## src/include/trs_io_config.svh

```systemverilog
`ifndef TRS_IO_CONFIG_SVH
`define TRS_IO_CONFIG_SVH

// identification replies for the ESP
`define TRS_COOKIE            8'hAF
`define TRS_VERSION_MAJOR     3'd0
`define TRS_VERSION_MINOR     5'd3

// z80 port map
`define TRS_PORT_TRSIO        8'h1F
`define TRS_PORT_CASS         8'hFF
`define TRS_PORT_ORCH_L       8'h75
`define TRS_PORT_ORCH_R       8'h79
`define TRS_FREHD_NIBBLE      4'hC
`define TRS_PRINTER_BASE      8'hF8
`define TRS_PRINTER_ALT       8'hF4

// access pipeline, counted in clk cycles after the strobe edge
`define TRS_ADDR_LATCH_DELAY  4
`define TRS_ACCESS_DELAY      8

// length of the request pulse to the ESP
`define TRS_ESP_REQ_CYCLES    50

`endif

```

## src/verilog/trs_bus_pkg.sv

```systemverilog
`default_nettype none

package trs_bus_pkg;

  // port address as latched from the multiplexed bus
  typedef logic [7:0] trs_addr_t;

  // bus data, natural bit order
  typedef logic [7:0] trs_data_t;

  // access code handed to the ESP with each request
  typedef enum logic [2:0] {
    trs_io_in  = 3'd0,
    trs_io_out = 3'd1,
    frehd_in   = 3'd2,
    frehd_out  = 3'd3,
    printer_rd = 3'd4,
    printer_wr = 3'd5
  } esp_access_t;

  // mixed audio sample, range -256..255
  typedef logic signed [8:0] audio_sample_t;

endpackage

`default_nettype wire

```

## src/verilog/cass_orch_mixer.sv

```systemverilog
`include "trs_io_config.svh"

`default_nettype none

module cass_orch_mixer
  import trs_bus_pkg::*;
(
  input  logic      clk,
  input  logic      rst,
  input  trs_data_t trs_d,
  input  logic      cass_wr,
  input  logic      orch_l_wr,
  input  logic      orch_r_wr,
  output logic      cass_out_left,
  output logic      cass_out_right
);

  logic [1:0]    cass_reg;
  trs_data_t     orch_reg [2];
  audio_sample_t sample   [2];
  // bit 9 is the carry out
  logic [9:0]    pdm_acc  [2];

  // cassette level 0..2 shifts the orchestra byte by -128, 0 or +128
  function automatic audio_sample_t mix_sample(trs_data_t orch, logic [1:0] cass);
    logic [1:0] level;
    level = {1'b0, ~cass[1]} + {1'b0, cass[0]};
    return audio_sample_t'({orch[7], orch} + {level - 2'd1, 7'b0});
  endfunction

  always_ff @(posedge clk) begin
    if (rst) begin
      cass_reg <= '0;
      orch_reg <= '{default: '0};
      sample   <= '{default: '0};
      pdm_acc  <= '{default: '0};
    end else begin
      if (cass_wr) begin
        cass_reg <= trs_d[1:0];
      end
      if (orch_l_wr) begin
        orch_reg[0] <= trs_d;
      end
      if (orch_r_wr) begin
        orch_reg[1] <= trs_d;
      end
      for (int ch = 0; ch < 2; ch++) begin
        sample[ch]  <= mix_sample(orch_reg[ch], cass_reg);
        // first order pdm, sample biased to 0..511
        pdm_acc[ch] <= {1'b0, pdm_acc[ch][8:0]} +
                       {1'b0, ~sample[ch][8], sample[ch][7:0]};
      end
    end
  end

  assign cass_out_left  = pdm_acc[0][9];
  assign cass_out_right = pdm_acc[1][9];

endmodule

`default_nettype wire

```

## config.mk

```make
export PLATFORM = sky130hd
export DESIGN_NAME = cass_orch_mixer
export DESIGN_NICKNAME = d
export VERILOG_FILES = /design/src/verilog/trs_bus_pkg.sv /design/src/verilog/cass_orch_mixer.sv
export VERILOG_INCLUDE_DIRS = /design/src /design/src/include
export SDC_FILE = /design/constraint.sdc
export NUM_CORES = 1
export LEC_CHECK = 0
export BUFFER_PORTS_ARGS = -buffer_cell sky130_fd_sc_hd__buf_4
export CORE_ASPECT_RATIO = 2
export CORE_MARGIN = 3
export CORE_UTILIZATION = 53
export DETAILED_ROUTE_END_ITERATION = 6
export PLACE_DENSITY = 0.72
export SYNTH_ARGS = -nofsm -noshare
export SYNTH_HDL_FRONTEND = slang
export SYNTH_SLANG_ARGS = --single-unit
```

## constraint.sdc

```tcl
create_clock -name clk -period 1.9 [get_ports clk]
set_input_delay 0.285 -clock clk [delete_from_list [all_inputs] [get_ports clk]]
set_output_delay 0.285 -clock clk [all_outputs]
set_load 0.05 [all_outputs]
```

# Word-level counts from Yosys, hierarchy flattened
# Index checks and enable logic that the tools add are counted.
# word_totals
reg_bits	56
input_bits	13
out_inout_bits	2
elab_cells	16
# op_classes
add_sub_neg	6
bitwise	3
# op_table
operator	count
adder 9 x 9 -> 10 bit	2
adder 9 bit	2
NOT 1 bit	3
adder 1 x 1 -> 2 bit	1
subtractor 2 x 1 -> 2 bit (second input constant)	1

# Depth between registers and ports, before layout
# logic_depth
ltp_word	4
depth_mapped	7
depth_no_buf	7

# Worst setup path after synthesis
# Ideal clock, no wire load.
# synth_timing
kind	register to register
startpoint	register sample[0] in the netlist's numbering
endpoint	register pdm_acc[6] in the netlist's numbering
setup_time_ps	62
arrival_ps	1775
required_time_ps	1838
slack_ps	63
path_stages_with_launch	7
path_buffers	0
synth_period_minus_slack_ps	1837
cell_sequence	dfxtp_1 > ha_1 > fa_1 > a211oi_2 > o21bai_1 > or4b_1 > nand3_1
# synth_between
elab_chain_cells	1
# synth_lines
item	line_no	rtl
from (decl)	cass_orch_mixer.sv:20	audio_sample_t sample [2];
from (signal, indexed assignment)	cass_orch_mixer.sv:48	sample[ch] <= mix_sample(orch_reg[ch], cass_reg);
adder 9 x 9 -> 10 bit	cass_orch_mixer.sv:50	pdm_acc[ch] <= {1'b0, pdm_acc[ch][8:0]} +
to (signal, indexed assignment)	cass_orch_mixer.sv:50	
to (decl)	cass_orch_mixer.sv:22	logic [9:0] pdm_acc [2];
# No other way between the ends.
# A chain may end at the register's enable or synchronous reset.

# Worst setup path in the final report
# Ends and elaborated chain as after synthesis.

==> flow_metrics.env <==
export IMPL_run_status="completed"
export IMPL_ant_nets=0
export IMPL_grt_pass1_vias=1649
export IMPL_final_core_util=0.624
export IMPL_place_area_mm2=0.00256
export IMPL_numCtsBuffers=5
export IMPL_synth_edf_count=0
export IMPL_p_leak_nw=1.20
export IMPL_fp_dieArea_mm2=0.00548
export IMPL_timing_hold_ws_ns=0.225
export IMPL_ys_seq_area_frac=0.462
export IMPL_layout_nets=294
export IMPL_crit_family="simple AND/OR/NAND/NOR gates"
export IMPL_min_period_over_period=0.972
export IMPL_clk_insertion_delay_late_ns=0.30
export IMPL_hold_end="orch_reg[15]"
export IMPL_holdPathStages=3
export IMPL_comb_power_share=0.144
export IMPL_peakVddDrop_mv=0.575
export IMPL_slowest_delay_ns=0.48
export IMPL_cts_sinks=56
export IMPL_worst_pin_slew_ns=0.607
export IMPL_synthTopCellsByArea="dfxtp_1 (46%), ha_1 (9.3%), mux2i_1 (7.4%)"
export IMPL_r2r_end="pdm_acc[6]"
export IMPL_diodes=0
export IMPL_synthTopCellsByCount="dfxtp_1 (56), nor2_1 (32), nor2b_1 (22)"
export IMPL_p_int_mw=1.82
export IMPL_drive_above_1_share=0.135
export IMPL_grt_start_max_net_pins=67
export IMPL_power_mw=2.41
export IMPL_rows=34
export IMPL_setup_tns_ns=0
export IMPL_endpoint_kind="flip-flop"
export IMPL_initial_utilization=0.554
export IMPL_critPathKind="flip-flop to flip-flop"
export IMPL_setup_viol=0
export IMPL_syn2layout_area_growth_pct=12.5
export IMPL_cts_htree_levels=2
export IMPL_coreArea_mm2=0.00438
export IMPL_relSlewSlack=0.595
export IMPL_switchingPower_mw=0.588
export IMPL_worstPathCellList="ha_4 -> fa_2 -> a211oi_4 -> o21bai_2 -> or4b_1 -> nand3_1"
export IMPL_max_cap_violations=0
export IMPL_drv_slew=0
export IMPL_synth_ff_type="dfxtp_1"
export IMPL_place_congestion=0.738
export IMPL_netlist_area_leader_share=0.462
export IMPL_hold_viol_final=0
export IMPL_firstDrtPassIters=4
export IMPL_cts_tree="done"
export IMPL_reg2regPathDepth=6
export IMPL_dp_hpwl_um=2830
export IMPL_cp_max_fo=3
export IMPL_synth_top_area_cell="dfxtp_1"
export IMPL_synth_fp_nets=278
export IMPL_cp_num_buf_inv=0
export IMPL_port_buffers=14
export IMPL_n_fill_cell=378
export IMPL_post_route_cell_area_mm2=0.00273
export IMPL_cp_data_required_time_ns=2.15
export IMPL_yosysWarnings=0
export IMPL_clockRootBuffer="clkbuf_8"
export IMPL_hold_start="trs_d[7]"
export IMPL_startpoint_type="flip-flop"
export IMPL_cp_slowest_cell="or4b_1"
export IMPL_synth_avg_cell_area_um2=9.99
export IMPL_pre_cts_ws_ns=-0.0514
export IMPL_switching_share=0.244
export IMPL_viasPerCell=5.28
export IMPL_synth_async_sr_flop_share=0
export IMPL_grt_first_pass_wirelength_um=6780
export IMPL_ios=15
export IMPL_p_seq_frac=0.537
export IMPL_drtIter0Drc=30
export IMPL_max_clock_freq_ghz=0.541
export IMPL_syn_area_mm2=0.00243
export IMPL_clockBufferDepth=2
export IMPL_final_cells=314
export IMPL_dieWidth_um=53.9
export IMPL_hp_class="input port to flip-flop"
export IMPL_worst_slack_ns=0.0532
export IMPL_dp_cells=302
export IMPL_wl_per_cell_um=12.7
export IMPL_yosysUniqueCellTypes=34
export IMPL_cts_hold_buf=0
export IMPL_track_usage=0.169
export IMPL_worstPathArrival_ns=2.10
export IMPL_fin_crit_ns=1.85
export IMPL_power_frac_clock=0.319
export IMPL_cts_clk_slew_worst_paths_ns=0.09
export IMPL_num_vias=1658
export IMPL_drt_total_wl_um=3970
export IMPL_drc_errors=0
export IMPL_powerDensity_mw_per_mm2=883
export IMPL_synth_most_common_cell="dfxtp_1"
export IMPL_overflow=0
export IMPL_syn_inst=243
export IMPL_synth_seq_cells=56
export IMPL_antenna_found_initial=0
export IMPL_reg2reg_from="sample[0]"
export IMPL_r2r_slack_ns=0.05
export IMPL_skew_ns=0.00391
export IMPL_die_h_um=102
-- layout by cell type, fill, tap and decap left out, drive strengths merged, types with 2 or more instances in the layout --
cell type,synthesis,layout
a211oi,5,5
a21boi,2,2
a21o,3,3
a21oi,8,8
and2,2,2
buf,3,18
clkbuf,6,6
dfxtp,56,56
fa,4,4
ha,18,18
inv,6,7
mux2,2,2
mux2i,18,18
nand2,10,10
nand2b,2,2
nand3,4,4
nor2,32,32
nor2b,23,23
nor3,10,10
nor3b,3,3
o21a,5,5
o21ai,5,5
o21bai,3,3
o22ai,2,2
o31a,2,2
o31ai,2,2
xnor2,3,3
-- how the worst max path moves through the flow --
stage	start	endpoint	slack, ns	cells past startpoint
floorplan	sample[0]	pdm_acc[6]	0.06	6
global placement	sample[0]	pdm_acc[6]	-0.01	6
detailed placement	sample[0]	pdm_acc[6]	-0.05	6
CTS	sample[0]	pdm_acc[6]	0.002	6
global route	sample[0]	pdm_acc[6]	-0.008	6
finish	sample[0]	pdm_acc[6]	0.05	6
-- kinds of logic after synthesis --
logic type / after synthesis / share of synthesized area
AOI/OAI and AO/OA: 37 / 0.104
xor gates and xnor gates: 3 / 0.0108
adders and majority gates: 22 / 0.126
buffers and inverters: 15 / 0.0247
DFF: 56 / 0.462
muxes: 20 / 0.0835
and+or+nand+nor: 90 / 0.190
-- worst min-delay path, delay by kind of cell --
kind                   cells  cell delay [ns]
multiplexers               1             0.06
AND/OR/NAND/NOR            1             0.07
buffers and inverters      1             0.08
-- per-layer routing --
metal | vias to the layer above | wire length, um | share of wire | GRT usage
met5 | - | 0 | 0 | 0
met2 | 23 | 2160 | 0.54 | 0.305
met1 | 768 | 1630 | 0.41 | 0.172
li1 | 861 | - | - | -
met4 | 0 | 76 | 0.019 | 0.0945
met3 | 6 | 106 | 0.027 | 0.0324
-- power by group through the flow --
| stage | registers, mW | clock network [mW] | logic [mW] |
|---|---|---|---|
| after floorplan | 1.33 | 0 | 0.255 |
| after global placement | 1.32 | 0 | 0.337 |
| after detailed placement | 1.32 | 0 | 0.344 |
| after CTS | 1.30 | 0.801 | 0.347 |
| after global routing | 1.31 | 0.841 | 0.394 |
| final | 1.30 | 0.770 | 0.346 |
-- area by class of cell --
| cell class | instances | area [um^2] | share of cell area |
|---|---|---|---|
| Clock buffer | 6 | 72.6 | 0.0266 |
| Inverter | 6 | 22.5 | 0.00824 |
| Clock inverter | 2 | 38.8 | 0.0142 |
| Tap cell | 54 | 67.6 | 0.0247 |
| Multi-Input combinational cell | 172 | 1270 | 0.466 |
| Timing Repair Buffer | 18 | 135 | 0.0495 |
| Sequential cell | 56 | 1120 | 0.411 |
-- timing repair --
action / in CTS / in global routing
buffers inserted: 3 / 1
gates resized for setup: 2 / 4
gates cloned: 0 / 0
pin swaps: 3 / 2
setup endpoints to repair: 2 / 2
Note: power is estimated with default switching activity, not from simulation.
