[src/include/trs_io_config.svh]
`ifndef TRS_IO_CONFIG_SVH
`define TRS_IO_CONFIG_SVH

// identification replies for the ESP
`define TRS_COOKIE            8'hAF
`define TRS_VERSION_MAJOR     3'd0
`define TRS_VERSION_MINOR     5'd3

// z80 port map
`define TRS_PORT_TRSIO        8'h1F
`define TRS_PORT_CASS         8'hFF
`define TRS_PORT_ORCH_L       8'h75
`define TRS_PORT_ORCH_R       8'h79
`define TRS_FREHD_NIBBLE      4'hC
`define TRS_PRINTER_BASE      8'hF8
`define TRS_PRINTER_ALT       8'hF4

// access pipeline, counted in clk cycles after the strobe edge
`define TRS_ADDR_LATCH_DELAY  4
`define TRS_ACCESS_DELAY      8

// length of the request pulse to the ESP
`define TRS_ESP_REQ_CYCLES    50

`endif

[src/verilog/trs_bus_pkg.sv]
`default_nettype none

package trs_bus_pkg;

  // port address as latched from the multiplexed bus
  typedef logic [7:0] trs_addr_t;

  // bus data, natural bit order
  typedef logic [7:0] trs_data_t;

  // access code handed to the ESP with each request
  typedef enum logic [2:0] {
    trs_io_in  = 3'd0,
    trs_io_out = 3'd1,
    frehd_in   = 3'd2,
    frehd_out  = 3'd3,
    printer_rd = 3'd4,
    printer_wr = 3'd5
  } esp_access_t;

  // mixed audio sample, range -256..255
  typedef logic signed [8:0] audio_sample_t;

endpackage

`default_nettype wire

[src/verilog/trs_cmd_pkg.sv]
`default_nettype none

package trs_cmd_pkg;

  // one byte on the SPI link
  typedef logic [7:0] spi_byte_t;

  // opcodes the card still answers
  // anything else is dropped by the parser
  typedef enum logic [7:0] {
    get_cookie     = 8'd0,
    dbus_read      = 8'd3,
    dbus_write     = 8'd4,
    data_ready     = 8'd5,
    get_version    = 8'd15,
    abus_read      = 8'd18,
    set_esp_status = 8'd32
  } cmd_op_t;

  // waiting for an opcode, or for the single parameter byte
  typedef enum logic {
    idle       = 1'b0,
    read_param = 1'b1
  } parse_state_t;

  // bit 0 is esp ready
  typedef logic [7:0] esp_status_t;

endpackage

`default_nettype wire

[src/verilog/esp_host_regs.sv]
`include "trs_io_config.svh"

`default_nettype none

module esp_host_regs
  import trs_bus_pkg::*;
  import trs_cmd_pkg::*;
(
  input  logic      clk,
  input  logic      rst,
  input  logic      cmd_valid,
  input  cmd_op_t   cmd,
  input  spi_byte_t param,
  input  trs_addr_t trs_a,
  input  trs_data_t trs_d,
  input  logic      io_access,
  input  logic      esp_sel,
  input  logic      trsio_access,
  input  logic      esp_done,
  output logic      esp_ready,
  output trs_data_t out_data,
  output spi_byte_t reply,
  output logic      esp_req,
  output logic      esp_wait,
  output logic      trs_int
);

  localparam int req_cycles = `TRS_ESP_REQ_CYCLES;
  localparam int count_w    = $clog2(req_cycles + 1);

  esp_status_t        esp_status;
  logic [2:0]         done_r;
  logic               done_rise;
  logic               esp_start;
  logic [count_w-1:0] req_count;

  always_ff @(posedge clk) begin
    if (rst) begin
      esp_status <= '0;
    end else if (cmd_valid && cmd == set_esp_status) begin
      esp_status <= param;
    end
  end

  assign esp_ready = esp_status[0];

  // read data for the z80 and the reply for the next SPI byte
  always_ff @(posedge clk) begin
    if (cmd_valid) begin
      case (cmd)
        dbus_write:  out_data <= param;
        get_cookie:  reply    <= `TRS_COOKIE;
        get_version: reply    <= {`TRS_VERSION_MAJOR, `TRS_VERSION_MINOR};
        dbus_read:   reply    <= trs_d;
        abus_read:   reply    <= trs_a;
        default: ;
      endcase
    end
  end

  // done comes from another clock domain
  always_ff @(posedge clk) begin
    if (rst) begin
      done_r <= '0;
    end else begin
      done_r <= {done_r[1:0], esp_done};
    end
  end

  assign done_rise = (done_r[2:1] == 2'b01);
  assign esp_start = io_access & esp_sel;

  // request pulse, restarted by each new access
  always_ff @(posedge clk) begin
    if (rst) begin
      esp_req   <= 1'b0;
      esp_wait  <= 1'b0;
      req_count <= '0;
    end else begin
      if (esp_start) begin
        esp_req   <= 1'b1;
        req_count <= count_w'(req_cycles);
      end else if (req_count == count_w'(1)) begin
        esp_req   <= 1'b0;
        req_count <= '0;
      end else if (req_count != '0) begin
        req_count <= req_count - count_w'(1);
      end

      // z80 is held until the ESP signals done
      if (esp_start) begin
        esp_wait <= 1'b1;
      end else if (done_rise) begin
        esp_wait <= 1'b0;
      end
    end
  end

  // set by data_ready, cleared by the z80 touching port 1F
  always_ff @(posedge clk) begin
    if (rst) begin
      trs_int <= 1'b0;
    end else if (cmd_valid && cmd == data_ready) begin
      trs_int <= 1'b1;
    end else if (io_access && trsio_access) begin
      trs_int <= 1'b0;
    end
  end

endmodule

`default_nettype wire

[config.mk]
export PLATFORM = sky130hd
export DESIGN_NAME = esp_host_regs
export DESIGN_NICKNAME = d
export VERILOG_FILES = /design/src/verilog/trs_bus_pkg.sv /design/src/verilog/trs_cmd_pkg.sv /design/src/verilog/esp_host_regs.sv
export VERILOG_INCLUDE_DIRS = /design/src /design/src/include
export SDC_FILE = /design/constraint.sdc
export NUM_CORES = 1
export LEC_CHECK = 0
export BUFFER_PORTS_ARGS = -buffer_cell sky130_fd_sc_hd__buf_4
export CAP_MARGIN = 20
export CELL_PAD_IN_SITES_DETAIL_PLACEMENT = 0
export CELL_PAD_IN_SITES_GLOBAL_PLACEMENT = 1
export CORE_ASPECT_RATIO = 0.5
export CORE_UTILIZATION = 35
export CTS_CLUSTER_DIAMETER = 50
export DETAILED_ROUTE_END_ITERATION = 8
export PLACE_DENSITY_LB_ADDON = 0.1
export SYNTH_ARGS = -nofsm -noshare
export SYNTH_HDL_FRONTEND = slang
export SYNTH_SLANG_ARGS = --single-unit
[constraint.sdc]
create_clock -name clk -period 2.55 [get_ports clk]
set_input_delay 0.1275 -clock clk [delete_from_list [all_inputs] [get_ports clk]]
set_output_delay 0.1275 -clock clk [all_outputs]
set_load 0.005 [all_outputs]
# Word level (Yosys, flattened, before mapping)
# Index checks and enable logic that the tools add are counted.
[op_classes]
eq_ne = 8
mux = 10
n_addsub = 1
reduce_logical = 13
n_bitwise = 1
[op_table]
columns = ["op", "n"]
rows = [
  ["8-bit one-hot mux with 4 select lines", 1],
  ["6-bit two-way mux", 3],
  ["8-bit by 3-bit equality test with 1-bit output, second input constant", 2],
  ["8-bit by 2-bit equality test with 1-bit output, second input constant", 1],
  ["8-bit by 4-bit equality test with 1-bit output, second input constant", 1],
  ["8-bit by 5-bit equality test with 1-bit output, second input constant", 1],
  ["8-bit by 6-bit equality test with 1-bit output, second input constant", 1],
  ["8-bit logical NOT", 1],
  ["6-bit by 1-bit equality test with 1-bit output, second input constant", 1],
  ["1-bit two-way mux", 6],
  ["2-bit nonzero test", 3],
  ["6-bit nonzero test", 1],
  ["6-bit by 1-bit subtractor with 6-bit output, second input constant", 1],
  ["2-bit AND reduction", 2],
  ["4-bit nonzero test", 1],
  ["1-bit logical AND", 3],
  ["3-bit nonzero test", 1],
  ["3-bit OR reduction", 1],
  ["2-bit by 1-bit equality test with 1-bit output, second input constant", 1],
  ["1-bit bitwise AND", 1],
]
[totals]
in_bits = 39
word_cells = 42
output_inout_bits = 20
register_bits = 29

# Longest topological paths before layout
[logic_depth]
depth_word = 4
depth_mapped = 6
ltp_nobuf = 6

# Least setup slack after synthesis
# No wires, ideal clock.
[synth_timing]
kind = "input -> register"
startpoint = "input cmd[0]"
endpoint = "register reply[0] (enable)"
slack_ns = 1.018
path_buffers = 0
arrival_time_ns = 1.198
setup_time_ns = 0.334
t_required_ns = 2.216
path_stages = 4
cell_sequence = "nor4_1 nand4_1 o21ai_0 a32o_1"
[synth_between]
elab_chain_len = 3
[synth_rtl]
columns = ["item", "line", "rtl"]
rows = [
  ["from (decl)", "esp_host_regs.sv:12", "input cmd_op_t cmd,"],
  ["8-bit by 5-bit equality test with 1-bit output, or another cell as far along", "esp_host_regs.sv:50", "case (cmd)"],
  ["4-bit nonzero test (no line) (*)", "--", ""],
  ["2-bit AND reduction (no line) (*)", "--", ""],
  ["to (signal assigned)", "esp_host_regs.sv:52", "get_cookie: reply <= `TRS_COOKIE;"],
  ["to (signal assigned)", "esp_host_regs.sv:53", "get_version: reply <= {`TRS_VERSION_MAJOR, `TRS_VERSION_MINOR};"],
  ["to (signal assigned)", "esp_host_regs.sv:54", "dbus_read: reply <= trs_d;"],
  ["to (decl)", "esp_host_regs.sv:22", "output spi_byte_t reply,"],
]
# Every way passes the cells marked *; elsewhere a longest branch is shown, timed or not.
# A chain may end at the register's enable or synchronous reset.

# Worst setup path after layout
[layout_timing]
startpoint = "input cmd[2]"
endpoint = "register reply[6] (enable)"
# Same word-level chain as after synthesis.

==> out/summary.txt <==
Area growth syn-to-layout: 45.4%
Post-DP HPWL: 2.10 mm
Gate Count Post-Synth: 111
Required @ worst endpoint: 2.50 ns
number of distinct library cells after synthesis: 34
vias in the first global route: 990
antenna fix cells: 0
# rows: 14
final wirelength: 2.80 mm
WL/cell: 12.6 um
WL met3: 208 um
met2 routed WL: 1.25 mm
total power: 1.34 mW
number of I/O pins: 59
vias per cell: 4.88
# hold bufs at CTS: 0
overall global routing resource usage: 0.161
worst vdd ir: 0.000431 V
height of the die: 44.5 um
final period demand of the worst path: 1.71 ns
element type at the critical path start: primary input
netlist area before placement: 0.00126 sq mm
Post-CTS Setup Bufs: 0
IO buf count: 58
Resize count post-CTS: 0
clk buf depth: 2
Synth Net Count: 153
outcome: completed
fillers: 309
initial antenna violation count: 0
RSZ-0062 raised after global routing: no
Tightest Pin Transition: 0.705 ns
highest metal used: met4
global placer's final weighted congestion: 0.722
chip width: 87.0 um
Post-route DRC: 0
Final Cycle Share: 0.671
Vias: 1,084
clock sinks: 29
HP Class: in -> reg
placed cells: 214
clk root buf: clkbuf_8
Antenna Violating Nets Remaining: 0
Clk Latency, worst-skew pair: 0.28 ns
Worst setup EP type: register
max-cap check violation count: 0
register area share after synthesis: 0.586
Final Util: 0.571
fraction of layout cells with a size suffix above 1: 0.397
Hold Fails Final Rpt: 0
global-route wire length before repair: 4.50 mm
Layout Nets: 215
CTS buffer count: 5
power per cell area: 726 mW/mm^2
syn avg cell area: 11.4 sq um
Core Region: 0.00322 sq mm
area taken by multi-input logic gates: 483 sq um
# H-tree levels: 2
drt pass-1 iters: 4
Final Setup Violations: 0
GR Overflow Total: 0
P_leak: 0.785 nW
Ys Warns: 0
total negative slack: 0 ns
TritonCTS clock tree: done
Initial Utilization: 0.392
fin. max-slew vios: 0
Crit Path Class: in -> reg
Sequential Area: 741 sq um
crit-path max FO: 12
Total Die Area: 0.00387 sq mm
initial drt markers: 54
clock slew at reported path FFs: 0.06 ns
WP data arrival: 1.66 ns
Setup WS pre-CTS: 0.535 ns
Synth Register Bits: 29
Slew HR: 0.526
WL met1: 1.29 mm
fmax: 585 MHz
post-route insts no fill: 222
Setup WS post-layout: 0.840 ns
largest net degree at the start of global routing: 13
Clock Skew: 0.00504 ns
[logic make-up (layout without fill, tap and decap cells)]
family | after synthesis | in the layout | share of synthesized area
buffers and inverters | 11 | 74 | 0.0326
adder cells (fa/ha/maj) | 3 | 3 | 0.0297
XOR/XNOR | 3 | 3 | 0.0208
AO/OA/AOI/OAI | 27 | 27 | 0.148
flip-flops | 29 | 29 | 0.586
AND/OR/NAND/NOR | 36 | 36 | 0.167
multiplexers | 2 | 2 | 0.0158
[critical path, cell delays in order]
cell and delay [ns]:
buf_4 0.15, nor4_1 0.40, nand4_1 0.40, o21ai_0 0.19, a32o_1 0.38
[power breakdown]
| group | switching, mW | internal [mW] | leakage [nW] |
|---|---|---|---|
| Combinational | 0.178 | 0.182 | 0.476 |
| Clock | 0.171 | 0.220 | 0.0455 |
| Sequential | 0.0450 | 0.540 | 0.264 |
[placed cells by master (no fill, tap or decap), types with 3 or more instances in the layout]
cell type and count:
ha_1 3, nor2_1 9, o221ai_1 4, edfxtp_1 16, buf_4 58, clkbuf_8 6, nor2b_1 3, nand2_1 7
dfxtp_1 13, a21oi_1 10, inv_1 8, o21ai_0 3
[metal layers]
metal | track usage | up-vias
li1 | - | 541
met1 | 0.205 | 498
met2 | 0.239 | 39
met3 | 0.0653 | 6
met4 | 0.0800 | 0
met5 | 0 | -
[cell usage after synthesis (all sizes together)]
| library cell | instances | area share |
|---|---|---|
| xor2 | 2 | 0.014 |
| a21oi | 10 | 0.040 |
| clkbuf | 3 | 0.0089 |
| xnor2 | 1 | 0.0069 |
| nor2 | 9 | 0.027 |
| nor3 | 2 | 0.0079 |
| nand2 | 7 | 0.021 |
| and3 | 1 | 0.0059 |
| a22o | 2 | 0.014 |
| o221ai | 4 | 0.028 |
| a221oi | 1 | 0.0069 |
| nand4 | 2 | 0.0099 |
| nor3b | 2 | 0.012 |
| nor4 | 3 | 0.027 |
| dfxtp | 13 | 0.21 |
| edfxtp | 16 | 0.38 |
| nand4b | 2 | 0.014 |
| o221a | 1 | 0.0089 |
| inv | 8 | 0.024 |
| nor2b | 3 | 0.015 |
| o21ai | 4 | 0.019 |
| nand3 | 2 | 0.012 |
| mux2i | 2 | 0.016 |
| nand3b | 1 | 0.0059 |
| o22a | 2 | 0.014 |
| ha | 3 | 0.030 |
| or4 | 1 | 0.0059 |
| or3 | 1 | 0.0049 |
| o31ai | 1 | 0.0059 |
| a31oi | 1 | 0.0049 |
| a32o | 1 | 0.0079 |
[stage by stage]
| stage | hold WS (ns) | cell area [sq um] |
|---|---|---|
| 2_1_floorplan | 0.199 | 1260 |
| 3_3_place_gp | 0.306 | 1750 |
| 3_5_place_dp | 0.308 | 1750 |
| 4_1_cts | 0.0122 | 1840 |
| 5_1_grt | 0.00715 | 1840 |
| 6_report | 0.0200 | 1840 |
[layout make-up]
class / instances / share of cell area
inverter: 8 / 0.0163
timing repair buffer: 58 / 0.237
sequential: 29 / 0.403
clock buffer: 8 / 0.0490
multi-input combinational: 71 / 0.263
tap: 48 / 0.0327
[path summary, 6_finish.rpt]
kind	to	slack, ns	cells after the start	startpoint
max	reply[6]	0.84	5	cmd[2]
min reg2reg	done_r[2]	0.43	2	done_r[1]
min	out_data[4]	0.02	1	param[4]
max reg2reg	req_count[3]	0.87	4	req_count[2]
[sequential cells by signal (all words and copies together) (netlist names)]
signal,count
esp_wait,1
req_count,6
out_data,8
esp_status,1
done_r,3
reply,8
esp_req,1
trs_int,1
(Power assumes the default switching activity.)
